`config.mk`:
```
export PLATFORM = sky130hd
export DESIGN_NAME = pm_video_regs
export DESIGN_NICKNAME = d
export VERILOG_FILES = /design/src/cfg_pkg.sv /design/src/pm_video_regs.sv
export SDC_FILE = /design/constraint.sdc
export NUM_CORES = 1
export LEC_CHECK = 0
export BUFFER_PORTS_ARGS = -buffer_cell sky130_fd_sc_hd__buf_2
export CORE_MARGIN = 1.5
export CORE_UTILIZATION = 53
export CTS_CLUSTER_DIAMETER = 80
export DETAILED_ROUTE_END_ITERATION = 8
export PLACE_DENSITY = 0.85
export SYNTH_ARGS = -nofsm -noshare
export SYNTH_HDL_FRONTEND = slang
export SYNTH_SLANG_ARGS = --single-unit
```
`constraint.sdc`:
```
create_clock -name clk_sys -period 2.3 [get_ports clk_sys]
set_input_delay 0.115 -clock clk_sys [delete_from_list [all_inputs] [get_ports clk_sys]]
set_output_delay 0.115 -clock clk_sys [all_outputs]
set_load 0.02 [all_outputs]
```
`src/cfg_pkg.sv`:
```
//////////////////////////////////////////////////
// video register package
// register map, reset values and the data word
//////////////////////////////////////////////////

package cfg_pkg;

    // word addresses
    localparam logic [1:0] REG_CTRL      = 2'd0;
    localparam logic [1:0] REG_OFF_COLOR = 2'd1;
    localparam logic [1:0] REG_ON_COLOR  = 2'd2;

    // pale lcd background and dark pixel
    localparam logic [23:0] OFF_COLOR_RST = 24'hB7CAB7;
    localparam logic [23:0] ON_COLOR_RST  = 24'h041604;

    // one bus word, two decodings
    typedef union packed {
        logic [31:0]     ctrl;   // bit 0 blend enable
        logic [3:0][7:0] color;  // [2] red, [1] green, [0] blue
    } cfg_word_t;

endpackage

```
`src/pm_video_regs.sv`:
```
//////////////////////////////////////////////////
// video register block
// wishbone classic slave with blend and colours
//////////////////////////////////////////////////

`timescale 1ns/1ns

module pm_video_regs
(
    input  logic        clk_sys,
    input  logic        reset,
    input  logic        wb_cyc,
    input  logic        wb_stb,
    input  logic        wb_we,
    input  logic [1:0]  wb_adr,
    input  logic [31:0] wb_dat_w,
    output logic [31:0] wb_dat_r,
    output logic        wb_ack,
    output logic        blend_en,
    output logic [23:0] off_color,
    output logic [23:0] on_color
);

    cfg_pkg::cfg_word_t wr_word;
    cfg_pkg::cfg_word_t rd_word;
    logic               req;

    assign wr_word = wb_dat_w;
    assign req     = wb_cyc && wb_stb && !wb_ack;  // one ack per request

    // readback, unused bits stay zero
    always_comb
    begin
        rd_word = '0;
        case (wb_adr)
            cfg_pkg::REG_CTRL:      rd_word.ctrl[0]    = blend_en;
            cfg_pkg::REG_OFF_COLOR: rd_word.color[2:0] = off_color;
            cfg_pkg::REG_ON_COLOR:  rd_word.color[2:0] = on_color;
            default:                rd_word            = '0;
        endcase
    end

    always_ff @(posedge clk_sys)
    begin
        if (reset)
        begin
            wb_ack    <= 1'b0;
            blend_en  <= 1'b0;
            off_color <= cfg_pkg::OFF_COLOR_RST;
            on_color  <= cfg_pkg::ON_COLOR_RST;
        end
        else
        begin
            wb_ack <= req;
            if (req && wb_we)
            begin
                case (wb_adr)
                    cfg_pkg::REG_CTRL:      blend_en  <= wr_word.ctrl[0];
                    cfg_pkg::REG_OFF_COLOR: off_color <= wr_word.color[2:0];
                    cfg_pkg::REG_ON_COLOR:  on_color  <= wr_word.color[2:0];
                    default:                ;  // address 3 ignores writes
                endcase
            end
        end
    end

    always_ff @(posedge clk_sys)
    begin
        if (req)
            wb_dat_r <= rd_word;
    end

endmodule

```
Yosys cells after proc, flatten, opt, wreduce, memory -nomap -nowiden --
Cells that the tools add are included.
Cells by class: multiplexer cells 2, equal/unequal tests 2, reduce and logical (&&, ||, !) cells 8
Operator list (number):
- 23-bit one-hot mux with 2 select lines | 1
- 2-bit AND reduction | 3
- 1-bit logical AND | 3
- 1-bit one-hot mux with 3 select lines | 1
- 2-bit by 1-bit equality test with 1-bit output, second input constant | 1
- 2-bit equality test, second input constant | 1
- 2-bit logical NOT | 1
- 1-bit logical NOT | 1
Storage, ports and cells: register bits 74, bits of input ports 39

Longest topological paths before layout --
word-level depth 4, mapped depth 7

Worst setup path after synthesis --
No wires, ideal clock.
path kind register to register, start register wb_ack, end register wb_dat_r[0] (enable), cell stages (with the launch flop) 3, path buffers 0, setup time 383 ps, period minus slack after synthesis 1584 ps, path slack 716 ps, data arrival time 1201 ps, path through dfxtp_1 nor2b_4 and2_1
Between the ends: cells in the longest elaborated chain, start to end 2
RTL lines:
- start: declaration | RTL line pm_video_regs.sv:18 | output logic wb_ack,
- start signal: assignment | RTL line pm_video_regs.sv:54 | wb_ack <= req;
- 1-bit logical NOT | RTL line pm_video_regs.sv:29 | assign req = wb_cyc && wb_stb && !wb_ack;
- 1-bit logical AND | RTL line pm_video_regs.sv:29
- named net req | RTL line pm_video_regs.sv:26 | logic req;
- end signal: assignment | RTL line pm_video_regs.sv:70 | wb_dat_r <= rd_word;
- end: declaration | RTL line pm_video_regs.sv:17 | output logic [31:0] wb_dat_r,
The timed path passes the listed nets, and every way through them passes these cells. A chain may end at the register's enable or synchronous reset.

Worst setup path after layout --
start input port wb_adr[1], end register off_color[3]
Between the ends: cells in the longest elaborated chain, start to end 2
RTL lines:
- start: declaration | RTL line pm_video_regs.sv:15 | input logic [1:0] wb_adr,
- 2-bit by 1-bit equality test with 1-bit output | RTL line pm_video_regs.sv:57 | case (wb_adr)
- 2-bit AND reduction (no source line)
- end signal: assignment | RTL line pm_video_regs.sv:49 | off_color <= cfg_pkg::OFF_COLOR_RST;
- end signal: assignment | RTL line pm_video_regs.sv:59 | cfg_pkg::REG_OFF_COLOR: off_color <= wr_word.color[2:0];
- end: declaration | RTL line pm_video_regs.sv:20 | output logic [23:0] off_color,
Every way passes these cells.

==> PnR_summary.wiki <==
{| class="wikitable"
! Metric !! Value
|-
| Vias in the first global route || 2362
|-
| Clock tree buffer depth || 2
|-
| Final critical-path required period || 1.35 ns
|-
| Total global routing track utilization || 22.4%
|-
| Violation count after the first detailed-routing iteration || 117
|-
| Final non-filler cell area || 4030 um^2
|-
| # port buffers || 104
|-
| Run status || completed
|-
| Placeable Area || 5990 um^2
|-
| Average vias per placed instance || 5.21
|-
| Number of antenna violations at the first check in global routing || 0
|-
| Fraction of final layout cells with drive strength greater than 1 || 31.4%
|-
| Final setup margin || 0.951 ns
|-
| Post-route DRC || 0
|-
| Die footprint || 6750 um^2
|-
| Worst min-delay path category || in2reg
|-
| Cells after Synth || 305
|-
| Share of Yosys cell area claimed by the top area cell type || 30.1%
|-
| Start point of the critical path || wb_adr[1]
|-
| Synth top area cells || sky130_fd_sc_hd__dfxtp_1 30%, sky130_fd_sc_hd__edfxtp_1 22%, sky130_fd_sc_hd__mux2i_1 15%
|-
| Count of unique library cells instantiated by Yosys || 21
|-
| Count of hold buffers inserted by post-cts repair || 0
|-
| RR Startpoint || wb_ack
|-
| Post-CTS repair timing setup buffer count || 0
|-
| Library cell occupying the most area in the post-synthesis netlist || sky130_fd_sc_hd__dfxtp_1
|-
| Register-to-register path setup slack || 0.98 ns
|-
| Number of antenna-violating nets in the routed design || 0
|-
| Max-capacitance violation count || 0
|-
| Relative slew slack || 51.9%
|-
| Total number of clock tree sinks || 74
|-
| Synthesized area per cell || 10.9 um^2
|-
| Pre-CTS worst setup slack || 0.597 ns
|-
| Estimated wirelength of the detail-placed design || 4980 um
|-
| DP Area || 3840 um^2
|-
| Clock tree from TritonCTS || done
|-
| H-tree depth reported by CTS || 3
|-
| Initial Utilization || 55.5%
|-
| Worst reg2reg path depth || 3
|-
| Peak supply drop || 398 uV
|-
| Arrival time worst endpoint || 1.62 ns
|-
| Average wire length per cell after detail routing || 15.0 um
|-
| Portion of the post-synthesis area used by sequential elements || 51.8%
|-
| Maximum clock frequency || 742 MHz
|-
| CP Capture Type || flip-flop
|-
| Area of combinational cells with multiple inputs || 1420 um^2
|-
| Critical Path Source Type || primary input
|-
| Largest net degree at the start of global routing || 47
|-
| Number of setup violations in the final report || 0
|-
| Post-route setup TNS || 0 ns
|-
| Worst setup path class || in2reg
|-
| I/O pins || 121
|-
| Fraction of the core area covered by cells at the end of the flow || 67.2%
|-
| Sequential cell area || 1720 um^2
|-
| Transition time at the pin with the least slew margin || 0.721 ns
|-
| Count of pins over their slew limit || 0
|-
| Power per unit of standard cell area || 659 nW/um^2
|-
| ANT cells || 0
|-
| Worst-path maximum fanout || 14
|-
| Gates resized, CTS repair || 0
|-
| Clock latency on the worst-skew pair || 0.34 ns
|-
| Final Net Count || 449
|-
| Worst endpoint required time || 2.57 ns
|-
| Clock transition time at the flip-flop clock pins of the worst setup and hold paths || 0.08 ns
|-
| Fin crit share || 58.6%
|-
| Setup repair after global routing missed its margin || no
|-
| Wire length of the first global-routing pass || 11200 um
|-
| Crit Reg-Reg Endpoint || on_color[16]
|-
| Num CTS Buffers || 9
|-
| Root Driver || sky130_fd_sc_hd__clkbuf_8
|-
| Crit path to || off_color[3]
|-
| Overall via count from detail_route || 2531
|-
| Detailed Route WL || 7280 um
|-
| Filler Cell Count || 487
|-
| Total chip power || 2.65 mW
|-
| Leakage power summed over all cells || 1.68 nW
|-
| Final hold violation count || 0
|-
| First-pass detailed-route iteration total || 5
|-
| Die X-Extent || 82.2 um
|-
| Synth Cell Area || 3320 um^2
|-
| Die Span Y || 82.2 um
|-
| Standard-cell row count || 28
|-
| Register bit total from synthesis || 74
|-
| Worst setup skew after layout || 0.00974 ns
|-
| Layout overhead on the synthesized area || 21.2%
|-
| Overflow left after global routing || 0
|-
| Ys Warns || 0
|-
| GPL Wtd Cong || 0.786
|}
[Yosys cell counts]
master,n
sky130_fd_sc_hd__buf_4,8
sky130_fd_sc_hd__conb_1,1
sky130_fd_sc_hd__nand2b_1,49
sky130_fd_sc_hd__nor2_1,40
sky130_fd_sc_hd__and2_1,1
sky130_fd_sc_hd__a22oi_1,23
sky130_fd_sc_hd__buf_12,2
sky130_fd_sc_hd__and4_1,1
sky130_fd_sc_hd__mux2i_1,49
sky130_fd_sc_hd__nor2b_4,1
sky130_fd_sc_hd__edfxtp_1,24
sky130_fd_sc_hd__nor2b_1,24
sky130_fd_sc_hd__clkbuf_1,13
sky130_fd_sc_hd__dfxtp_1,50
sky130_fd_sc_hd__nand4_1,3
sky130_fd_sc_hd__a222oi_1,1
sky130_fd_sc_hd__inv_1,2
sky130_fd_sc_hd__buf_6,2
sky130_fd_sc_hd__and4_4,1
sky130_fd_sc_hd__buf_2,6
sky130_fd_sc_hd__ha_1,4
[how the worst min path moves through the flow]
stage                       from       endpoint  slack, ns  cells after the start
floorplan           wb_dat_w[12]  off_color[12]       0.27                      2
global placement     wb_dat_w[9]    on_color[9]       0.38                      3
detailed placement   wb_dat_w[9]    on_color[9]       0.39                      3
CTS                  wb_dat_w[9]    on_color[9]       0.03                      3
global route         wb_dat_w[6]   off_color[6]       0.06                      3
finish               wb_dat_w[9]    on_color[9]       0.04                      3
[worst max-delay path, cell delays in order]
cell and delay [ns]:
sky130_fd_sc_hd__buf_2 0.12, sky130_fd_sc_hd__inv_1 0.07, sky130_fd_sc_hd__ha_1 0.51, sky130_fd_sc_hd__and4_1 0.30
sky130_fd_sc_hd__buf_4 0.25, sky130_fd_sc_hd__mux2i_1 0.24
[cell usage in the layout, fill, tap and decap left out]
cell	instances
sky130_fd_sc_hd__nor2_1	40
sky130_fd_sc_hd__nand2b_1	49
sky130_fd_sc_hd__nor2b_4	1
sky130_fd_sc_hd__dfxtp_1	50
sky130_fd_sc_hd__clkinv_2	2
sky130_fd_sc_hd__bufinv_16	1
sky130_fd_sc_hd__clkinv_1	1
sky130_fd_sc_hd__clkbuf_8	10
sky130_fd_sc_hd__inv_1	2
sky130_fd_sc_hd__edfxtp_1	24
sky130_fd_sc_hd__nor2b_1	24
sky130_fd_sc_hd__buf_2	104
sky130_fd_sc_hd__ha_1	4
sky130_fd_sc_hd__nand4_1	3
sky130_fd_sc_hd__buf_4	10
sky130_fd_sc_hd__mux2i_1	49
sky130_fd_sc_hd__a22oi_1	23
sky130_fd_sc_hd__and4_4	1
sky130_fd_sc_hd__and2_1	1
sky130_fd_sc_hd__clkbuf_1	2
sky130_fd_sc_hd__conb_1	8
sky130_fd_sc_hd__and4_1	1
sky130_fd_sc_hd__a222oi_1	1
[state kept, by name, summed over array words and instances (netlist names)]
name,count
wb_dat_r,24
blend_en,1
on_color,24
wb_ack,1
off_color,24
[stage by stage]
step	cells	hold WS (ns)
after floorplan	312	0.270
after global placement	470	0.381
after detailed placement	470	0.391
after CTS	486	0.0305
after global routing	486	0.0551
final	486	0.0359
[power by group]
| part | internal [mW] | switching, mW | leakage, nW |
|---|---|---|---|
| logic | 0.111 | 0.169 | 0.951 |
| clock network | 0.525 | 0.453 | 0.0978 |
| registers | 1.38 | 0.0132 | 0.632 |
| total | 2.02 | 0.635 | 1.68 |
[kinds of logic (layout without fill, tap and decap cells)]
logic type / count (synthesis) / after routing / synth area share, %
and+or+nand+nor: 120 / 120 / 20.0
DFF: 74 / 74 / 51.8
muxes: 49 / 49 / 14.8
buffers and inverters: 33 / 132 / 6.29
AOI/OAI and AO/OA: 24 / 24 / 5.50
adders and majority gates: 4 / 4 / 1.51
other: 1 / 8 / 0.113
[final cells by class]
cell class | instances | area share, %
clock inverters | 4 | 1.09
multi-input cells | 205 | 35.2
clock buffers | 12 | 3.60
well taps | 75 | 2.33
repair buffers | 114 | 14.8
flip-flops and latches | 74 | 42.8
inverters | 2 | 0.186
[routing by layer]
| metal | part of all wire [%] | GRT usage (%) | up-vias |
|---|---|---|---|
| met5 | 0 | 0 | - |
| met1 | 44 | 28.9 | 1220 |
| met3 | 5.6 | 6.70 | 10 |
| li1 | - | - | 1220 |
| met4 | 1.5 | 8.81 | 0 |
| met2 | 49 | 35.0 | 81 |
Power figures use the tool's default switching activity.
