## src/lcd_pkg.sv

```systemverilog
//////////////////////////////////////////////////
// lcd panel package
// panel geometry, raster timing and the contrast
// to intensity table of the handheld lcd
//////////////////////////////////////////////////

package lcd_pkg;

    // panel, stored as column bytes of 8 rows each
    localparam int LCD_XSIZE   = 96;
    localparam int LCD_YSIZE   = 64;
    localparam int LCD_PAGES   = 8;
    localparam int FB_DEPTH    = 768;   // LCD_XSIZE * LCD_PAGES
    localparam int FB_COUNT    = 4;     // frames kept in the ring
    localparam int COLUMN_STEP = 8;     // clocks per captured column

    //////////////////////////////////////////////////
    // raster, one pixel every PIX_DIV clocks
    //////////////////////////////////////////////////
    localparam int PIX_DIV  = 5;
    localparam int H_TOTAL  = 407;
    localparam int V_TOTAL  = 262;
    localparam int H_START  = 155;      // (407 - 96) / 2
    localparam int V_START  = 99;       // (262 - 64) / 2
    localparam int HS_START = 383;
    localparam int HS_END   = 406;      // inclusive
    localparam int VS_FIRST = 1;
    localparam int VS_LAST  = 3;

    // indexed by {contrast, pixel bit}, dark pixel first
    localparam logic [7:0] CONTRAST_MAP [128] = '{
        8'd0,   8'd4,   8'd0,   8'd4,   8'd0,   8'd4,   8'd0,   8'd4,    // 00-03
        8'd0,   8'd6,   8'd0,   8'd11,  8'd0,   8'd17,  8'd0,   8'd24,   // 04-07
        8'd0,   8'd31,  8'd0,   8'd40,  8'd0,   8'd48,  8'd0,   8'd57,   // 08-0b
        8'd0,   8'd67,  8'd0,   8'd77,  8'd0,   8'd88,  8'd0,   8'd99,   // 0c-0f
        8'd0,   8'd110, 8'd0,   8'd122, 8'd0,   8'd133, 8'd0,   8'd146,  // 10-13
        8'd0,   8'd158, 8'd0,   8'd171, 8'd0,   8'd184, 8'd0,   8'd198,  // 14-17
        8'd0,   8'd212, 8'd0,   8'd226, 8'd0,   8'd240, 8'd0,   8'd255,  // 18-1b
        8'd2,   8'd255, 8'd5,   8'd255, 8'd10,  8'd255, 8'd15,  8'd255,  // 1c-1f
        8'd21,  8'd255, 8'd27,  8'd255, 8'd34,  8'd255, 8'd41,  8'd255,  // 20-23
        8'd48,  8'd255, 8'd56,  8'd255, 8'd64,  8'd255, 8'd73,  8'd255,  // 24-27
        8'd81,  8'd255, 8'd90,  8'd255, 8'd100, 8'd255, 8'd109, 8'd255,  // 28-2b
        8'd119, 8'd255, 8'd129, 8'd255, 8'd139, 8'd255, 8'd149, 8'd255,  // 2c-2f
        8'd160, 8'd255, 8'd171, 8'd255, 8'd182, 8'd255, 8'd193, 8'd255,  // 30-33
        8'd204, 8'd255, 8'd216, 8'd255, 8'd228, 8'd255, 8'd240, 8'd255,  // 34-37
        8'd240, 8'd255, 8'd240, 8'd255, 8'd240, 8'd255, 8'd240, 8'd255,  // 38-3b
        8'd240, 8'd255, 8'd240, 8'd255, 8'd240, 8'd255, 8'd240, 8'd255   // 3c-3f
    };

endpackage
```

## src/pixel_shader.sv

```systemverilog
//////////////////////////////////////////////////
// pixel shader
// contrast lookup, optional four frame blend and
// off/on colour mix into the registered outputs
//////////////////////////////////////////////////

`timescale 1ns/1ns

module pixel_shader
(
    input  logic            clk_sys,
    input  logic            reset,
    input  logic            pix_ce,
    input  logic            active,
    input  logic            hs,
    input  logic            vs,
    input  logic [5:0]      img_y,
    input  logic [3:0][7:0] col_bytes,
    input  logic [3:0][5:0] col_contrast,
    input  logic            blend_en,
    input  logic [23:0]     off_color,
    input  logic [23:0]     on_color,
    output logic [7:0]      video_r,
    output logic [7:0]      video_g,
    output logic [7:0]      video_b,
    output logic            video_hs,
    output logic            video_vs,
    output logic            video_de
);

    logic [3:0][7:0] inten;      // per frame intensity
    logic [9:0]      inten_sum;
    logic [7:0]      level;
    logic [1:0]      ce_d;       // stage enables after pix_ce
    logic [1:0]      act_d;
    logic [1:0]      hs_d;
    logic [1:0]      vs_d;

    // floor(((255 - i) * off + i * on) / 255)
    function automatic logic [7:0] mix(input logic [7:0] i, input logic [7:0] c_off,
                                       input logic [7:0] c_on);
        logic [15:0] acc;
        acc = 16'(8'hFF - i) * 16'(c_off) + 16'(i) * 16'(c_on);
        return 8'(acc / 16'd255);
    endfunction

    assign inten_sum = 10'(inten[0]) + 10'(inten[1]) + 10'(inten[2]) + 10'(inten[3]);

    //////////////////////////////////////////////////
    // stage 1 lookup, stage 2 blend
    //////////////////////////////////////////////////
    always_ff @(posedge clk_sys)
    begin
        if (pix_ce)
        begin
            for (int k = 0; k < 4; k++)
                inten[k] <= lcd_pkg::CONTRAST_MAP[{col_contrast[k], col_bytes[k][img_y[2:0]]}];
        end
        if (ce_d[0])
            level <= blend_en ? inten_sum[9:2] : inten[0];  // floor of the mean
    end

    // stage 3 colour mix, syncs follow the same enables
    always_ff @(posedge clk_sys)
    begin
        if (reset)
        begin
            ce_d     <= '0;
            act_d    <= '0;
            hs_d     <= '0;
            vs_d     <= '0;
            video_r  <= '0;
            video_g  <= '0;
            video_b  <= '0;
            video_hs <= 1'b0;
            video_vs <= 1'b0;
            video_de <= 1'b0;
        end
        else
        begin
            ce_d <= {ce_d[0], pix_ce};
            if (pix_ce)
            begin
                act_d[0] <= active;
                hs_d[0]  <= hs;
                vs_d[0]  <= vs;
            end
            if (ce_d[0])
            begin
                act_d[1] <= act_d[0];
                hs_d[1]  <= hs_d[0];
                vs_d[1]  <= vs_d[0];
            end
            if (ce_d[1])
            begin
                video_de <= act_d[1];
                video_hs <= hs_d[1];
                video_vs <= vs_d[1];
                // black outside the image
                video_r  <= act_d[1] ? mix(level, off_color[23:16], on_color[23:16]) : 8'd0;
                video_g  <= act_d[1] ? mix(level, off_color[15:8], on_color[15:8]) : 8'd0;
                video_b  <= act_d[1] ? mix(level, off_color[7:0], on_color[7:0]) : 8'd0;
            end
        end
    end

endmodule

```

## config.mk

```make
export PLATFORM = sky130hd
export DESIGN_NAME = pixel_shader
export DESIGN_NICKNAME = d
export VERILOG_FILES = /design/src/lcd_pkg.sv /design/src/pixel_shader.sv
export SDC_FILE = /design/constraint.sdc
export NUM_CORES = 1
export LEC_CHECK = 0
export BUFFER_PORTS_ARGS = -buffer_cell sky130_fd_sc_hd__buf_2
export CORE_MARGIN = 2
export CORE_UTILIZATION = 50
export DETAILED_ROUTE_END_ITERATION = 6
export PLACE_DENSITY = 0.78
export SLEW_MARGIN = 20
export SYNTH_ARGS = -nofsm -noshare
export SYNTH_HDL_FRONTEND = slang
export SYNTH_SLANG_ARGS = --single-unit
```

## constraint.sdc

```tcl
create_clock -name clk_sys -period 11.7 [get_ports clk_sys]
set_input_delay 0.585 -clock clk_sys [delete_from_list [all_inputs] [get_ports clk_sys]]
set_output_delay 0.585 -clock clk_sys [all_outputs]
set_load 0.005 [all_outputs]
```

# Word level (Yosys, flattened, before mapping)
# Memory sizes are Yosys's and may differ from the RTL's. A register that Yosys moved wholly into a read port is not among the register bits.
# Index checks and enable logic that the tools add are counted.
totals:
  regBits: 43
  rom_bits: 4096
  inputBits: 117
  output_inout_bits: 27
  wordCells: 51
  n_memories: 4
mem_list:
  columns: ["name", "depth", "word_bits", "read_ports", "rd_ports_with_merged_regs", "write_ports", "line", "source"]
  rows:
  - ["(no name shown)", 128, 8, 1, 1, 0, "pixel_shader.sv:57", "inten[k] <= lcd_pkg::CONTRAST_MAP[{col_contrast[k], col_bytes[k][img_y[2:0]]}];"]
  - ["(no name shown)", 128, 8, 1, 1, 0, "pixel_shader.sv:57", null]
  - ["(no name shown)", 128, 8, 1, 1, 0, "pixel_shader.sv:57", null]
  - ["(no name shown)", 128, 8, 1, 1, 0, "pixel_shader.sv:57", null]
classes:
  n_addsub: 7
  n_mul: 6
  n_div: 3
  n_lt_le_gt_ge: 1
  mux: 12
  bitwise_logic: 4
op_table:
  columns: ["cell", "n"]
  rows:
  - ["$add A16 B16 Y16", 3]
  - ["$div A16 B8 Y16 const B", 3]
  - ["$mul A8 B8 Y16", 3]
  - ["$mul A16 B8 Y16", 2]
  - ["$mux W8", 4]
  - ["$not A7 Y8", 4]
  - ["$mul A9 B9 Y16", 1]
  - ["$bmux W1 S3", 4]
  - ["$add A10 B8 Y10", 1]
  - ["$add A9 B8 Y10", 1]
  - ["$add A8 B8 Y9", 1]
  - ["$sub A8 B8 Y9 const A", 1]
  - ["$lt A3 B4 Y1 const B", 1]
  - ["$mux W1", 4]

# Logic depth before layout (Yosys ltp)
depth:
  ltp_word: 5
  ltp_mapped: 48
  depth_no_buf: 42

# Least setup slack after synthesis
# No wires, ideal clock.
synth_timing:
  path_kind: "flip-flop to flip-flop"
  start: "register level[0]"
  end: "register video_g[0]"
  setup_time_ns: 0.073
  arrival_ns: 11.234
  required_time_ns: 11.627
  setup_slack_ns: 0.393
  stages_incl_launch_ff: 44
  n_path_buf: 4
  period_less_slack_ns: 11.307
  path_cell_list: "edfxtp_1 -> clkbuf_1 -> clkbuf_1 -> nand2_1 -> fa_1 -> fa_1 -> inv_1 -> fa_1 -> fa_1 -> fa_1 -> inv_1 -> fa_1 -> inv_1 -> ha_1 -> clkbuf_1 -> a21oi_1 -> o21ai_1 -> mux2i_1 -> [8 not listed] -> buf_2 -> xor2_1 -> or4_4 -> a2bb2oi_2 -> or2_2 -> o311ai_2 -> a2111oi_4 -> a21oi_2 -> mux2_2 -> ha_1 -> inv_1 -> nor2_1 -> a21oi_1 -> o221ai_1 -> a311o_1 -> or4_1 -> o21a_1 -> o211ai_2"
synth_via:
  elab_chain_cells: 5
  elab_cells_between_ends: 6
  cone_classes: "add/sub: 2; mul: 2; div: 1; mux: 1"
synth_rtl:
  columns: ["element", "line", "source"]
  rows:
  - ["from (decl)", "pixel_shader.sv:33", "logic [7:0] level;"]
  - ["from (signal assigned)", "pixel_shader.sv:60", "level <= blend_en ? inten_sum[9:2] : inten[0];"]
  - ["$sub A8 B8 Y9", "pixel_shader.sv:43", "acc = 16'(8'hFF - i) * 16'(c_off) + 16'(i) * 16'(c_on);"]
  - ["$mul A16 B8 Y16", "pixel_shader.sv:43", null]
  - ["$add A16 B16 Y16 *", "pixel_shader.sv:43", null]
  - ["$div A16 B8 Y16 *", "pixel_shader.sv:44", "return 8'(acc / 16'd255);"]
  - ["$mux W8 *", "pixel_shader.sv:101", "video_g <= act_d[1] ? mix(level, off_color[15:8], on_color[15:8]) : 8'd0;"]
  - ["to (signal assigned)", "pixel_shader.sv:101", null]
  - ["to (decl)", "pixel_shader.sv:24", "output logic [7:0] video_g,"]
# Every way passes the cells marked *; elsewhere a longest branch is shown, timed or not.
# A chain may end at the register's enable or synchronous reset.

# Worst setup path after layout
layout_timing:
  start: "register level[2]"
  end: "register video_g[0]"
# Same word-level chain as after synthesis.

==> impl_results.md <==
* Outcome: completed
* Most frequent cell after synthesis: inv_1
* Vias in the first global route at 22910
* Total number of vias at 23712
* Yosys warnings at 0
* Worst r2r dst: video_g[0]$_SDFFE_PP0P_
* First-pass GRT wire length at 113000 microns
* Final setup violation count at 0
* Reg clk slew, reported paths at 0.07 ns
* Crit path DAT at 11.58 ns
* Synthesized area at 0.0258 sq mm
* Crit path capture: video_g[0]$_SDFFE_PP0P_
* FF-to-FF Start: level[2]$_DFFE_PP_
* Final Util at 55.8%
* DRC Markers at 0
* TritonCTS clock tree: done
* Die height at 231 microns
* EDFF count, synth at 40
* Hold Slack at 0.468 ns
* Largest net degree at the start of global routing at 49
* Clk_lat worst skew at 0.36 ns
* Fin nets at 3962
* FF-to-FF path depth at 42
* Initial Util at 50.5%
* Worst setup EP type: flop
* Post-synthesis sequential area ratio at 7.36%
* I/O Buffers at 140
* Root buf cell: clkbuf_16
* Post-synthesis average cell area at 8.06 sq um
* Unrepaired setup endpoints after global routing: yes
* Hpwl dp at 53300 microns
* Placement Setup Slack at 0.190 ns
* H-tree levels at 3
* Tightest Hold Check Type: flop to flop
* Slew @ Worst Pin at 0.878 ns
* Gate Count Post-Synth at 3205
* Worst Setup Slack, final at 0.405 ns
* Max incr delay on CP at 0.56 ns
* Total CTS buffers at 9
* Nature of the critical path startpoint: flop
* Rows at 83
* Post-Route WL at 67300 microns
* R2R Setup Slk at 0.41 ns
* Initial antenna violation count at 11
* RePlAce Congestion at 0.960
* CP max stage cell: fa_1
* GR Util All Layers at 25.2%
* Top_reg_cell synth: edfxtp_1
* P&R area growth vs syn at 10.5%
* TritonCTS Sinks at 75
* Crit. Startpoint: level[2]$_DFFE_PP_
* Core ar. at 0.0512 sq mm
* Slew Viols, Final at 0
* Detailed Routing Iterations Pass 1 at 5
* Crit path kind: flop to flop
* Hold Buf Count CTS at 0
* Worst slew margin at 41.4%
* Vias per cell at 5.88
* WL per Instance at 16.7 microns
* Synth area leaders: fa_1 23%, ha_1 9.8%, inv_1 6.6%
* Die area at 0.0535 sq mm
* Fmax at 0.0885 GHz
* Post-Route Setup TNS at 0 ns
* Sequential Area at 0.00190 sq mm
* Max FO, Critical Path at 7
* Die W at 231 microns
* Synth cell types at 132
* Antenna Nets Post-Route at 0
* Fin. Hold Viols at 0
* Skew final at 0.0117 ns
* Share of the synthesized area in the top cell type at 23.5%
* Max clock buf depth at 2
* Required time worst endpoint at 11.99 ns
* Multi-input gate area at 0.0220 sq mm
* Period utilisation layout at 96.5%
* Max Cap Viol at 0
* Synth async-reset ratio at 0%
* Synth area leader: fa_1
* Final min period at 11.29 ns
* GR Overflow Total at 0
* Ratio of cells with drive above 1 in the final layout at 14.0%
* IO Pins at 144
* Fill cell total of the finished layout at 4611
* Top post-synthesis cells by count: 457 x inv_1, 303 x fa_1, 222 x nand2_1
* Register bit total from synthesis at 75
* Drt first-iter violations at 1584
kinds of logic after synthesis:
kind of cell	count (synthesis)	synth area share (%)
xor gates and xnor gates	98	3.41
AOI/OAI and AO/OA	744	20.5
buffers and inverters	607	8.97
and+or+nand+nor	1106	23.3
adders and majority gates	515	33.6
DFF	75	7.36
muxes	59	2.76
other	1	0.0145
timing repair:
item	CTS	global route
gates resized for setup	0	72
buffers inserted	0	14
endpoints found under the setup margin	0	6
metal layers:
layer / global-route usage (%) / up-vias / share of wire [%]
met5: 0 / - / 0.12
met3: 3.08 / 130 / 6.1
met4: 7.70 / 14 / 3.0
li1: - / 11279 / -
met2: 42.7 / 767 / 48
met1: 33.6 / 11522 / 43
worst max-delay path: cells and delay by family, from the launching register on:
family	cells	cell delay (ns)
DFF	1	0.51
buffers and inverters	7	0.82
and+or+nand+nor	9	2.24
adders and majority gates	8	3.38
muxes	2	0.73
AOI/OAI and AO/OA	16	3.56
worst min-delay path by stage:
| stage | endpoint | cells past startpoint | start | slack, ns |
|---|---|---|---|---|
| finish | video_r[7]$_SDFFE_PP0P_ | 2 | video_r[7]$_SDFFE_PP0P_ | 0.47 |
| global route | video_r[7]$_SDFFE_PP0P_ | 2 | video_r[7]$_SDFFE_PP0P_ | 0.50 |
| CTS | video_r[7]$_SDFFE_PP0P_ | 2 | video_r[7]$_SDFFE_PP0P_ | 0.47 |
| detailed placement | video_r[7]$_SDFFE_PP0P_ | 2 | video_r[7]$_SDFFE_PP0P_ | 0.46 |
| global placement | video_b[2]$_SDFFE_PP0P_ | 2 | video_b[2]$_SDFFE_PP0P_ | 0.45 |
| floorplan | video_g[3]$_SDFFE_PP0P_ | 2 | video_g[3]$_SDFFE_PP0P_ | 0.46 |
cells in the final DEF (no fill, tap or decap), types with 55 or more instances in the layout:
master	Yosys	layout
buf_4	5	125
inv_1	457	457
ha_1	202	198
a21oi_1	163	158
a31oi_1	57	55
xnor2_1	62	60
o21ai_0	128	125
nand2b_1	118	118
fa_1	303	303
and2_1	161	160
buf_2	15	140
nor2_1	193	190
nor2b_1	118	118
nand2_1	222	221
final cells by class:
type / instances / share of cell area, %
clock inverters: 6 / 0.250
diodes: 6 / 0.0526
flip-flops and latches: 75 / 6.66
well taps: 680 / 2.98
repair buffers: 271 / 6.16
clock buffers: 10 / 0.802
multi-input cells: 2525 / 77.1
inverters: 458 / 6.02
state kept, by name (all words and copies together) (netlist names):
register and flops:
level 8, ce_d 2, video_b 8, video_hs 1, video_g 8, hs_d 2
act_d 2, video_vs 1, video_r 8, vs_d 2, video_de 1, inten 32
stage by stage:
step           std cells  cell area, sq um
2_1_floorplan       3207             25800
3_3_place_gp        3995             27800
3_5_place_dp        3995             27800
4_1_cts             4011             28100
5_1_grt             4029             28500
6_report            4031             28600
Power is left out: the tool's default activity adds up to more than one toggle a clock period on the data nets, which glitch-free logic cannot reach.
