[config.mk]
export PLATFORM = sky130hd
export DESIGN_NAME = video_timing
export DESIGN_NICKNAME = d
export VERILOG_FILES = /design/src/lcd_pkg.sv /design/src/video_timing.sv
export SDC_FILE = /design/constraint.sdc
export NUM_CORES = 1
export LEC_CHECK = 0
export ABC_AREA = 1
export BUFFER_PORTS_ARGS = -buffer_cell sky130_fd_sc_hd__buf_4
export CAP_MARGIN = 20
export CORE_MARGIN = 2
export CORE_UTILIZATION = 57
export DETAILED_ROUTE_END_ITERATION = 8
export PLACE_DENSITY = 0.81
export SLEW_MARGIN = 20
export SYNTH_ARGS = -nofsm -noshare
export SYNTH_HDL_FRONTEND = slang
export SYNTH_SLANG_ARGS = --single-unit
export TNS_END_PERCENT = 100
[constraint.sdc]
create_clock -name clk_sys -period 2.07 [get_ports clk_sys]
set_input_delay 0.5175 -clock clk_sys [delete_from_list [all_inputs] [get_ports clk_sys]]
set_output_delay 0.5175 -clock clk_sys [all_outputs]
set_load 0.1 [all_outputs]
[src/lcd_pkg.sv]
//////////////////////////////////////////////////
// lcd panel package
// panel geometry, raster timing and the contrast
// to intensity table of the handheld lcd
//////////////////////////////////////////////////

package lcd_pkg;

    // panel, stored as column bytes of 8 rows each
    localparam int LCD_XSIZE   = 96;
    localparam int LCD_YSIZE   = 64;
    localparam int LCD_PAGES   = 8;
    localparam int FB_DEPTH    = 768;   // LCD_XSIZE * LCD_PAGES
    localparam int FB_COUNT    = 4;     // frames kept in the ring
    localparam int COLUMN_STEP = 8;     // clocks per captured column

    //////////////////////////////////////////////////
    // raster, one pixel every PIX_DIV clocks
    //////////////////////////////////////////////////
    localparam int PIX_DIV  = 5;
    localparam int H_TOTAL  = 407;
    localparam int V_TOTAL  = 262;
    localparam int H_START  = 155;      // (407 - 96) / 2
    localparam int V_START  = 99;       // (262 - 64) / 2
    localparam int HS_START = 383;
    localparam int HS_END   = 406;      // inclusive
    localparam int VS_FIRST = 1;
    localparam int VS_LAST  = 3;

    // indexed by {contrast, pixel bit}, dark pixel first
    localparam logic [7:0] CONTRAST_MAP [128] = '{
        8'd0,   8'd4,   8'd0,   8'd4,   8'd0,   8'd4,   8'd0,   8'd4,    // 00-03
        8'd0,   8'd6,   8'd0,   8'd11,  8'd0,   8'd17,  8'd0,   8'd24,   // 04-07
        8'd0,   8'd31,  8'd0,   8'd40,  8'd0,   8'd48,  8'd0,   8'd57,   // 08-0b
        8'd0,   8'd67,  8'd0,   8'd77,  8'd0,   8'd88,  8'd0,   8'd99,   // 0c-0f
        8'd0,   8'd110, 8'd0,   8'd122, 8'd0,   8'd133, 8'd0,   8'd146,  // 10-13
        8'd0,   8'd158, 8'd0,   8'd171, 8'd0,   8'd184, 8'd0,   8'd198,  // 14-17
        8'd0,   8'd212, 8'd0,   8'd226, 8'd0,   8'd240, 8'd0,   8'd255,  // 18-1b
        8'd2,   8'd255, 8'd5,   8'd255, 8'd10,  8'd255, 8'd15,  8'd255,  // 1c-1f
        8'd21,  8'd255, 8'd27,  8'd255, 8'd34,  8'd255, 8'd41,  8'd255,  // 20-23
        8'd48,  8'd255, 8'd56,  8'd255, 8'd64,  8'd255, 8'd73,  8'd255,  // 24-27
        8'd81,  8'd255, 8'd90,  8'd255, 8'd100, 8'd255, 8'd109, 8'd255,  // 28-2b
        8'd119, 8'd255, 8'd129, 8'd255, 8'd139, 8'd255, 8'd149, 8'd255,  // 2c-2f
        8'd160, 8'd255, 8'd171, 8'd255, 8'd182, 8'd255, 8'd193, 8'd255,  // 30-33
        8'd204, 8'd255, 8'd216, 8'd255, 8'd228, 8'd255, 8'd240, 8'd255,  // 34-37
        8'd240, 8'd255, 8'd240, 8'd255, 8'd240, 8'd255, 8'd240, 8'd255,  // 38-3b
        8'd240, 8'd255, 8'd240, 8'd255, 8'd240, 8'd255, 8'd240, 8'd255   // 3c-3f
    };

endpackage
[src/video_timing.sv]
//////////////////////////////////////////////////
// video timing
// raster counters, sync and image coordinates
//////////////////////////////////////////////////

`timescale 1ns/1ns

module video_timing
(
    input  logic       clk_sys,
    input  logic       reset,
    output logic       pix_ce,
    output logic [6:0] img_x,
    output logic [5:0] img_y,
    output logic       active,
    output logic       hs,
    output logic       vs
);

    logic [2:0] div_cnt;
    logic [8:0] hpos;
    logic [8:0] vpos;
    logic       h_act;
    logic       v_act;
    logic [8:0] x_off;
    logic [8:0] y_off;

    assign pix_ce = div_cnt == 3'(lcd_pkg::PIX_DIV - 1);

    always_ff @(posedge clk_sys)
    begin
        if (reset)
        begin
            div_cnt <= '0;
            hpos    <= '0;
            vpos    <= '0;
        end
        else
        begin
            div_cnt <= pix_ce ? 3'd0 : div_cnt + 3'd1;
            if (pix_ce)
            begin
                if (hpos == 9'(lcd_pkg::H_TOTAL - 1))
                begin
                    hpos <= '0;
                    if (vpos == 9'(lcd_pkg::V_TOTAL - 1))
                        vpos <= '0;
                    else
                        vpos <= vpos + 9'd1;
                end
                else
                    hpos <= hpos + 9'd1;
            end
        end
    end

    //////////////////////////////////////////////////
    // active window, centred image
    //////////////////////////////////////////////////
    assign h_act = (hpos >= 9'(lcd_pkg::H_START)) &&
                   (hpos <  9'(lcd_pkg::H_START + lcd_pkg::LCD_XSIZE));
    assign v_act = (vpos >= 9'(lcd_pkg::V_START)) &&
                   (vpos <  9'(lcd_pkg::V_START + lcd_pkg::LCD_YSIZE));
    assign active = h_act && v_act;

    assign x_off = hpos - 9'(lcd_pkg::H_START);
    assign y_off = vpos - 9'(lcd_pkg::V_START);
    assign img_x = active ? x_off[6:0] : 7'd0;  // keeps buffer reads in range
    assign img_y = active ? y_off[5:0] : 6'd0;

    // sync pulses
    assign hs = (hpos >= 9'(lcd_pkg::HS_START)) && (hpos <= 9'(lcd_pkg::HS_END));
    assign vs = (vpos >= 9'(lcd_pkg::VS_FIRST)) && (vpos <= 9'(lcd_pkg::VS_LAST));

endmodule

==> impl_metrics.csv, run 1 <==
group,metric,value,unit
status,status,"did not finish",
synthesis,yosysTopAreaCell,"dfxtp_1",
floorplan,initial_core_util,61.4,%
synthesis,syn_area,1550,um^2
floorplan,die_h,56.1,um
synthesis,yosysUniqueCellTypes,27,
floorplan,fp.dieW,56.1,um
clock_tree,cts_sinks,21,
synthesis,seq_area_frac_synth,27.1,%
timing,postGrtWorstEndpoint,"img_x[3]",
synthesis,synth_top_area_share,27.1,%
clock_tree,cts_max_level,1,
global_routing,grt_max_degree,13,
timing,worstEndpointType,"top-level output",
synthesis,syn_nets,249,
synthesis,ys_seq_elements,21,
clock_tree,hold_buffers,0,
floorplan,io-pin-count,19,
clock_tree,cts.path.max_buffers,2,
placement,hpwlAfterDp,3.10,mm
floorplan,rows,18,
synthesis,avgSynthCellArea,6.43,um^2
synthesis,yosysWarnings,0,
placement,io_buffers,18,
status,lastStage,"global routing (5_1_grt)",
placement,place_congestion,0.958,
clock_tree,cts_made_buffers,3,
synthesis,synth_cells,241,
synthesis,synth.area.top_cells,"dfxtp_1 27%, nand2_1 12%, nor2_1 9.5%, inv_1 7.5%, nand3_1 5.5%",
clock_tree,ctsRootBufferMaster,"clkbuf_4",
status,tool.error,"[ERROR DPL-0038] Utilization greater than 100%, impossible to legalize",
placement,place_area,2030,um^2
synth_stat cells:
library cell  count
nor2_1           39
nand3_1          17
a31oi_1           2
inv_1            31
nand3_2           3
nor3_1            5
dfxtp_1          21
o21bai_1          1
nor2_4            3
ha_1              6
buf_6             3
a22oi_1           1
a21boi_0          1
buf_4             1
xor2_1            8
nand4_1           6
or2_0             1
nor2_2            9
xnor2_1           2
o21ai_2           1
inv_2             5
a21oi_1           9
nand2_1          48
nand2_2           6
buf_2             1
o21ai_0           9
o22ai_1           2
stage by stage:
step / setup TNS [ns] / cells / setup slack, ns
floorplan: -1.39 / 241 / -0.165
global placement: 0 / 313 / 0.0441
detailed placement: 0 / 313 / 0.0193
CTS: -3.37 / 331 / -0.247
cell families after synthesis:
logic type	Yosys count	synth area share, %
adders and majority gates	6	4.85
xor gates and xnor gates	10	5.65
and+or+nand+nor	137	41.2
DFF	21	27.1
buffers and inverters	41	11.7
AOI/OAI and AO/OA	26	9.45
timing repair:
action,CTS
pin swaps,5
gates resized for setup,75
endpoints found under the setup margin,16
buffers inserted,14
==> run 2, diff against run 1 <==
--- a/config.mk
+++ b/config.mk
@@ -9,9 +9,9 @@
 export BUFFER_PORTS_ARGS = -buffer_cell sky130_fd_sc_hd__buf_4
 export CAP_MARGIN = 20
 export CORE_MARGIN = 2
-export CORE_UTILIZATION = 57
+export CORE_UTILIZATION = 40
 export DETAILED_ROUTE_END_ITERATION = 8
-export PLACE_DENSITY = 0.81
+export PLACE_DENSITY_LB_ADDON = 0.15
 export SLEW_MARGIN = 20
 export SYNTH_ARGS = -nofsm -noshare
 export SYNTH_HDL_FRONTEND = slang
==> impl_metrics.csv, run 2 <==
group,metric,value,unit
global_routing,grt_max_degree,13,
route,drcViolationCount,0,
clock_tree,cts_max_level,1,
timing,clock_skew,0.00165,ns
placement,hpwlAfterDp,3.10,mm
floorplan,io-pin-count,19,
synthesis,synthArstFlopShare,0,%
floorplan,core_area,3690,um^2
global_routing,antenna_found_initial,0,
clock_tree,clkTransAtPathRegs,0.08,ns
placement,io_buffers,18,
route,vias_per_cell,4.96,
power,peakVddDrop,0.000305,V
floorplan,die_h,66.2,um
power,p_leak,1.06,nW
timing,whs,0.432,ns
clock_tree,cts.path.max_buffers,2,
finish,layout_commonest_cell,"nand2_1",
timing,setup_violations,15,
floorplan,initial_core_util,42.0,%
clock_tree,ctsRootBufferMaster,"clkbuf_8",
synthesis,synth.area.top_cells,"dfxtp_1 27%, nand2_1 12%, nor2_1 9.5%, inv_1 7.5%, nand3_1 5.5%",
floorplan,die-area,4390,um^2
timing,min_period,2.28,ns
timing,fin_crit_sh,110,%
synthesis,synth_most_common_cell,"nand2_1",
min_path,hp-class,"input port to register",
clock_tree,insertion_delay,0.27,ns
finish,antenna_cells_inserted,0,
setup_path,critPathKind,"register to output port",
clock_tree,cts_made_buffers,3,
timing,worst_slew_pin_slew,0.395,ns
global_routing,groute.usage.overall,21.9,%
setup_path,reg2reg_slack,0.07,ns
finish,nFillCells,306,
route,initialDrtViolationCount,82,
finish,areaGrowthSynthToFinish,64.1,%
finish,drive_gt1_share,44.9,%
timing,rsz0062_at_grt,"yes",
clock_tree,hold_buffers,0,
placement,place_ws,0.00632,ns
status,status,"complete, but fails checks",
global_routing,grt_first_pass_wirelength,7.35,mm
timing,layout_setup_ws,-0.209,ns
timing,drv_slew,0,
power,p_per_area,303,nW/um^2
route,wl_per_cell,13.1,um
setup_path,critical_path_arrival,1.76,ns
route,routed_wl,4.52,mm
setup_path,worst-path-max-fanout,11,
synthesis,yosysWarnings,0,
route,final_antenna_net_count,0,
timing,finalHoldViolCount,0,
flow_run,drv_cap,0,
global_routing,grt_pass1_vias,1561,
synthesis,synthTopCellsByCount,"48 x nand2_1, 39 x nor2_1, 31 x inv_1, 21 x dfxtp_1, 17 x nand3_1",
floorplan,rows,22,
finish,final_cell_mix,"41 x nand2_1, 36 x buf_4, 27 x nor2_1",
synthesis,syn_area,1550,um^2
setup_path,crit_path_end_kind,"output port",
timing,fmax,439,MHz
global_routing,grt_overflow,0,
floorplan,fp.dieW,66.2,um
synthesis,synthFlopType,"dfxtp_1",
clock_tree,cts_sinks,21,
synthesis,seq_area_frac_synth,27.1,%
placement,place_congestion,0.829,
synthesis,syn_nets,249,
synthesis,avgSynthCellArea,6.43,um^2
synthesis,ys_seq_elements,21,
route,dr.pass1.iters,4,
route,vias,1706,
setup_path,cp.required,1.55,ns
synthesis,synth_top_area_share,27.1,%
synthesis,yosysUniqueCellTypes,27,
clock_tree,cts_tree,"done",
synthesis,synth_edf_count,0,
status,violations,"negative setup slack",
timing,relSlewSlack,73.6,%
synthesis,yosysTopAreaCell,"dfxtp_1",
finish,top_regs,"hpos x9, vpos x9, div_cnt x3",
setup_path,start_kind,"register",
synthesis,synth_cells,241,
finish,finalNetCount,305,
[run 2: cell counts after synthesis]
No cell type changed its count.
[run 2: final timing paths]
path	start	to	cells past startpoint
setup / recovery	vpos[1]	img_x[2]	11
setup reg to reg	hpos[0]	vpos[8]	15
hold / removal	reset	vpos[7]	2
hold reg to reg	div_cnt[0]	div_cnt[0]	1
[run 2: worst max-delay path: stages (launching register included)]
cell and delay [ns]:
dfxtp_4 0.37, ha_4 0.14, inv_2 0.04, nor2_2 0.07, nand3_1 0.08, nand2_1 0.07
nand2_1 0.05, nand2_2 0.08, nand3_4 0.09, buf_12 0.18, nor2_4 0.13, buf_12 0.18
[run 2: area by class of cell]
class                           count  area (um^2)  area share, %
Clock buffer                        3         41.3           1.62
Timing Repair Buffer               55          633           24.9
Tap cell                           48         60.1           2.36
Sequential cell                    21          445           17.5
Inverter                           36          141           5.56
Clock inverter                      1         5.00          0.197
Multi-Input combinational cell    180         1220           47.8
[run 2: repair_timing]
| action | 4_1_cts | 5_1_grt |
|---|---|---|
| buffers inserted | 8 | 2 |
| pin swaps | 6 | 10 |
| cloned | 0 | 1 |
| setup endpoints to repair | 16 | 25 |
| gates resized for setup | 67 | 33 |
[run 2: metrics by stage]
| step | setup TNS [ns] | instance area [um^2] | std cells | power [mW] | utilization, % |
|---|---|---|---|---|---|
| 2_1_floorplan | -1.39 | 1680 | 241 | 0.462 | - |
| 3_3_place_gp | 0 | 2030 | 329 | 0.477 | 55.1 |
| 3_5_place_dp | 0 | 2030 | 329 | 0.477 | 55.1 |
| 4_1_cts | -2.66 | 2390 | 341 | 0.765 | 64.9 |
| 5_1_grt | -4.06 | 2540 | 344 | 0.802 | 68.9 |
| 6_report | -2.58 | 2540 | 344 | 0.769 | 68.9 |
[run 2: per-layer routing]
| layer | global-route usage (%) | vias up | part of all wire, % |
|---|---|---|---|
| met5 | 0 | - | 0 |
| met4 | 6.89 | 0 | 1.3 |
| met3 | 2.39 | 5 | 5.2 |
| met2 | 34.4 | 53 | 47 |
| met1 | 31.1 | 776 | 47 |
| li1 | - | 872 | - |
[run 2: cell families after synthesis]
kind of cell             after synthesis  share of synthesized area (%)
adder cells (fa/ha/maj)                6                           4.85
AO/OA/AOI/OAI                         26                           9.45
flip-flops                            21                           27.1
XOR/XNOR                              10                           5.65
buffers and inverters                 41                           11.7
AND/OR/NAND/NOR                      137                           41.2
[run 2: where the power goes]
group | switching (mW) | internal (mW) | total [mW]
combinational | 0.0438 | 0.0228 | 0.0666
sequential | 0.00701 | 0.407 | 0.414
clock | 0.154 | 0.135 | 0.289
(Power assumes the default switching activity.)
==> run 3, diff against run 2 <==
--- a/config.mk
+++ b/config.mk
@@ -9,7 +9,7 @@
 export BUFFER_PORTS_ARGS = -buffer_cell sky130_fd_sc_hd__buf_4
 export CAP_MARGIN = 20
 export CORE_MARGIN = 2
-export CORE_UTILIZATION = 40
+export CORE_UTILIZATION = 34
 export DETAILED_ROUTE_END_ITERATION = 8
 export PLACE_DENSITY_LB_ADDON = 0.15
 export SLEW_MARGIN = 20
==> impl_metrics.csv, run 3 (synthesized netlist as in run 2, its figures left out) <==
group,metric,value,unit
timing,fin_crit_sh,109,%
timing,rsz0062_at_grt,"yes",
global_routing,grt_util_met1,25.9,%
placement,place_area,2090,um^2
setup_path,critPathKind,"register to output port",
floorplan,fp.dieW,71.5,um
setup_path,reg2reg_depth,16,
clock_tree,cts.path.max_buffers,2,
power,peakVddDrop,0.000192,V
placement,placed_cells,340,
floorplan,core_area,4380,um^2
floorplan,die_h,71.5,um
power,intPower,0.564,mW
timing,setup_violations,15,
status,violations,"negative setup slack",
power,swShare,25.3,%
global_routing,grt_overflow,0,
status,status,"complete, but fails checks",
global_routing,grt_first_pass_wirelength,7.50,mm
timing,drv_slew,0,
finish,finalNetCount,312,
finish,areaGrowthSynthToFinish,63.3,%
timing,relSlewSlack,77.5,%
power,p_per_area,298,nW/um^2
clock_tree,cts_tree,"done",
global_routing,grt_max_degree,12,
finish,antenna_cells_inserted,0,
setup_path,critical_path_arrival,1.73,ns
clock_tree,hold_buffers,0,
timing,finalHoldViolCount,0,
route,vias,1721,
floorplan,initial_core_util,35.3,%
finish,final_area,2530,um^2
route,initialDrtViolationCount,66,
floorplan,die-area,5110,um^2
finish,top_regs,"hpos x9, vpos x9, div_cnt x3",
floorplan,io-pin-count,19,
route,dr.pass1.iters,4,
finish,nFillCells,418,
setup_path,start_kind,"register",
timing,fmax,445,MHz
setup_path,crit_start,"vpos[1]",
min_path,hp-class,"input port to register",
power,clkPwrFrac,37.4,%
route,vias_per_cell,4.85,
route,wl_per_cell,12.7,um
global_routing,busiest_layer,"met2",
timing,worst_slew_pin_slew,0.337,ns
setup_path,rr_endpoint,"hpos[8]",
power,pwr-share-comb,7.9,%
timing,clock_skew,0.00180,ns
global_routing,gr-usage-met3,2.39,%
finish,seq_area,442,um^2
route,routed_wl,4.51,mm
timing,min_period,2.25,ns
clock_tree,cts_made_buffers,3,
placement,place_congestion,0.906,
global_routing,use_met2,30.2,%
global_routing,groute.usage.overall,18.7,%
global_routing,grt_pass1_vias,1630,
route,final_antenna_net_count,0,
power,p_leak,1.09,nW
finish,final_cell_mix,"44 x nand2_1, 43 x buf_4, 31 x nor2_1",
setup_path,endpoint,"img_y[3]",
setup_path,reg2reg_slack,0.08,ns
clock_tree,ctsRootBufferMaster,"clkbuf_8",
setup_path,worst-path-max-fanout,11,
finish,multi_input_area,1140,um^2
clock_tree,cts_max_level,1,
placement,hpwlAfterDp,3.32,mm
route,drcViolationCount,0,
finish,drive_gt1_share,41.6,%
clock_tree,insertion_delay,0.26,ns
global_routing,antenna_found_initial,0,
flow_run,drv_cap,0,
clock_tree,clkTransAtPathRegs,0.08,ns
timing,layout_setup_ws,-0.178,ns
power,switching_power,0.191,mW
setup_path,r2r-start,"hpos[0]",
placement,io_buffers,18,
timing,setup_tns,-2.45,ns
finish,finish.cell_count_without_fillers,355,
setup_path,cp.required,1.55,ns
finish,layout_commonest_cell,"nand2_1",
floorplan,rows,24,
power,pwr-share-seq,54.7,%
setup_path,crit_path_end_kind,"output port",
clock_tree,cts_sinks,21,
## run 3: changes by cell type in the layout (fill, tap and decap cells not counted), sizes merged
cell	previous run	this run
clkbuf	3	4
nand2	55	54
clkinv	1	0
buf	55	63
## run 3: per-stage QoR
stage	util [%]	power, mW	hold slack, ns	worst slack [ns]
CTS	55.8	0.763	0.451	-0.212
floorplan	-	0.462	0.417	-0.165
global route	57.7	0.792	0.452	-0.308
finish	57.7	0.755	0.450	-0.178
global placement	47.7	0.480	0.435	0.0124
detailed placement	47.7	0.481	0.452	-0.000261
## run 3: metal layers
metal / share of wire, % / routed length (um) / up-vias
li1: - / - / 890
met1: 47 / 2110 / 787
met2: 47 / 2130 / 38
met3: 4.8 / 214 / 6
met4: 1.2 / 54 / 0
met5: 0 / 0 / -
## run 3: final cells by class
| type | instances | share of cell area (%) |
|---|---|---|
| multi-input combinational | 179 | 45.1 |
| timing repair buffer | 63 | 27.5 |
| sequential | 21 | 17.5 |
| inverter | 36 | 5.59 |
| tap | 52 | 2.57 |
| clock buffer | 4 | 1.78 |
## run 3: worst min-delay path by stage
stage	slack, ns	cells after the start	endpoint	startpoint
4_1_cts	0.45	2	hpos[1]	reset
5_1_grt	0.45	2	vpos[7]	reset
6_report	0.45	2	vpos[7]	reset
3_3_place_gp	0.44	1	div_cnt[0]	div_cnt[0]
2_1_floorplan	0.42	1	div_cnt[0]	div_cnt[0]
3_5_place_dp	0.45	1	div_cnt[0]	div_cnt[0]
## run 3: repair_timing
action	in CTS	in global routing
buffers inserted	10	1
pin swaps	4	6
gates cloned	0	0
resized for setup	61	21
hold endpoints to repair	0	0
endpoints found under the setup margin	16	27
## run 3: critical path: stages (launching register included)
cell and delay [ns]:
dfxtp_4 0.37, nand2_1 0.13, nand3_2 0.13, nand2_1 0.11, inv_2 0.04, nor2_2 0.13, nand3_4 0.10, buf_12 0.17
nor2_4 0.10, buf_12 0.18
## run 3: power groups by stage
stage	Clock, mW	Combinational [mW]	Sequential, mW
finish	0.282	0.0599	0.413
global route	0.310	0.0684	0.414
CTS	0.292	0.0580	0.413
detailed placement	0	0.0562	0.425
global placement	0	0.0555	0.425
floorplan	0	0.0376	0.425
==> run 4, diff against run 3 <==
--- a/config.mk
+++ b/config.mk
@@ -5,7 +5,6 @@
 export SDC_FILE = /design/constraint.sdc
 export NUM_CORES = 1
 export LEC_CHECK = 0
-export ABC_AREA = 1
 export BUFFER_PORTS_ARGS = -buffer_cell sky130_fd_sc_hd__buf_4
 export CAP_MARGIN = 20
 export CORE_MARGIN = 2
==> impl_metrics.csv, run 4 <==
group,metric,value,unit
status,status,"complete, but fails checks",
status,violations,"negative setup slack",
floorplan,core_area,4290,um^2
finish,nFillCells,380,
finish,layout_commonest_cell,"buf_4",
clock_tree,clkTransAtPathRegs,0.09,ns
synthesis,synthTopCellsByCount,"21 x dfxtp_1, 20 x nor2_1, 15 x nand2_1, 15 x nor3_1, 13 x a21oi_1",
floorplan,die_h,70.1,um
finish,final_core_util,57.1,%
finish,areaGrowthSynthToFinish,64.9,%
timing,clock_skew,0.00865,ns
route,initialDrtViolationCount,71,
clock_tree,hold_buffers,0,
clock_tree,cts_sinks,21,
setup_path,worst-path-max-fanout,11,
synthesis,yosysUniqueCellTypes,50,
finish,finalNetCount,250,
clock_tree,cts_made_buffers,3,
placement,hpwlAfterDp,3.18,mm
power,peakVddDrop,0.000159,V
synthesis,syn_nets,196,
floorplan,initial_core_util,34.6,%
synthesis,avgSynthCellArea,7.91,um^2
setup_path,rr_endpoint,"vpos[6]",
timing,fin_crit_sh,115,%
global_routing,grt_pass1_vias,1441,
placement,place_congestion,0.851,
min_path,hold_depth,1,
timing,worst_slew_pin_slew,0.376,ns
global_routing,antenna_found_initial,0,
clock_tree,cts_tree,"done",
timing,whs,0.473,ns
timing,fmax,421,MHz
global_routing,groute.usage.overall,17.3,%
setup_path,crit_buf_inv,2,
timing,rsz0062_at_grt,"yes",
setup_path,crit_start,"vpos[1]",
setup_path,cp_cell_sequence,"a2111oi_4 -> o211a_1 -> o221ai_4 -> buf_12 -> nor2_4 -> buf_12",
setup_path,reg2reg_depth,8,
synthesis,seq_area_frac_synth,28.3,%
route,final_antenna_net_count,0,
synthesis,yosysWarnings,0,
power,p_leak,0.948,nW
min_path,holdPathEnd,"div_cnt[0]",
route,wl_per_cell,14.4,um
synthesis,synthFlopType,"dfxtp_1",
route,vias,1549,
setup_path,critical_path_arrival,1.86,ns
finish,top_regs,"hpos x9, vpos x9, div_cnt x3",
min_path,min_from,"div_cnt[0]",
finish,antenna_cells_inserted,0,
setup_path,cp_top_family,"compound AO/OA/AOI/OAI gates",
clock_tree,ctsRootBufferMaster,"clkbuf_8",
timing,min_period,2.38,ns
floorplan,fp.dieW,70.1,um
clock_tree,insertion_delay,0.27,ns
synthesis,syn_area,1490,um^2
setup_path,r2r-start,"hpos[0]",
setup_path,slowest_stage,"a2111oi_4",
timing,layout_setup_ws,-0.308,ns
power,p_per_area,298,nW/um^2
global_routing,grt_max_degree,22,
floorplan,die-area,4920,um^2
route,routed_wl,4.22,mm
synthesis,synth_top_area_share,28.3,%
synthesis,ys_seq_elements,21,
route,vias_per_cell,5.29,
synthesis,yosysTopAreaCell,"dfxtp_1",
setup_path,cpMostUsedCell,"buf_12",
floorplan,rows,24,
route,dr.pass1.iters,5,
flow_run,drv_cap,0,
route,drcViolationCount,0,
min_path,hp-class,"register to register",
global_routing,grt_overflow,0,
timing,finalHoldViolCount,0,
setup_path,critPathKind,"register to output port",
synthesis,synth_cells,188,
finish,drive_gt1_share,48.1,%
setup_path,cp.required,1.55,ns
placement,io_buffers,18,
setup_path,reg2reg_slack,0.15,ns
timing,drv_slew,0,
setup_path,crit_path_end_kind,"output port",
synthesis,synth_most_common_cell,"dfxtp_1",
setup_path,start_kind,"register",
clock_tree,cts_max_level,1,
timing,relSlewSlack,74.7,%
timing,setup_violations,16,
setup_path,crit_path_max_incr_delay,0.40,ns
global_routing,grt_first_pass_wirelength,6.93,mm
finish,final_cell_mix,"43 x buf_4, 15 x nor3_1, 15 x buf_12",
synthesis,synth_edf_count,0,
synthesis,synth.area.top_cells,"dfxtp_1 28%, xor2_1 5.3%, ha_1 5.0%, nor2_1 5.0%, nor3_1 5.0%",
floorplan,io-pin-count,19,
synthesis,synthArstFlopShare,0,%
clock_tree,cts.path.max_buffers,2,
run 4: final cells by class:
class	count	area (um^2)	share of cell area, %
Clock buffer	3	41.3	1.68
Clock inverter	1	5.00	0.204
Inverter	10	42.5	1.73
Multi-Input combinational cell	144	1190	48.4
Sequential cell	21	444	18.1
Tap cell	52	65.1	2.65
Timing Repair Buffer	62	668	27.2
run 4: what timing repair did:
action                                 CTS  global route
resized for setup                       43            20
buffers inserted                         0             1
endpoints found under the hold margin    0             0
pin swaps                                1             2
setup endpoints to repair               16            17
run 4: kinds of logic after synthesis:
family,Yosys count,synth area share [%]
AO/OA/AOI/OAI,36,16.7
XOR/XNOR,16,9.42
adder cells (fa/ha/maj),6,5.05
buffers and inverters,23,7.99
flip-flops,21,28.3
AND/OR/NAND/NOR,86,32.5
run 4: worst max path at each step:
stage	to	slack, ns	cells past startpoint
floorplan	vs	-0.36	3
global placement	img_x[2]	-0.06	6
detailed placement	img_y[0]	-0.10	6
CTS	img_y[0]	-0.32	6
global route	img_y[4]	-0.43	6
finish	img_y[0]	-0.31	6
run 4: per-stage QoR:
| stage | cells | power [mW] | setup slack (ns) | area (um^2) | setup TNS, ns |
|---|---|---|---|---|---|
| after CTS | 292 | 0.739 | -0.324 | 2380 | -4.81 |
| after detailed placement | 288 | 0.461 | -0.103 | 2160 | -1.24 |
| after global routing | 293 | 0.760 | -0.428 | 2450 | -6.23 |
| final | 293 | 0.731 | -0.308 | 2450 | -4.51 |
| after global placement | 288 | 0.458 | -0.0560 | 2160 | -0.670 |
| after floorplan | 188 | 0.447 | -0.357 | 1740 | -3.67 |
run 4: metal layers:
metal	up-vias	global-route usage [%]	wire length [um]
met5	-	0	0
met4	0	5.34	49
met3	5	2.02	155
met2	36	28.5	2040
met1	722	23.7	1970
li1	786	-	-
run 4: worst register-to-register path, stage by stage, from the launching register on:
cell and delay (ns):
dfxtp_4 0.38, inv_2 0.05, ha_1 0.14, and4bb_1 0.24, buf_4 0.12, buf_4 0.11
nand3_4 0.14, or4_1 0.53, a21oi_1 0.14
run 4: where the power goes:
part | internal [mW] | leakage [nW] | switching (mW)
Sequential | 0.403 | 0.176 | 0.00546
Clock | 0.135 | 0.0255 | 0.147
Combinational | 0.0142 | 0.747 | 0.0272
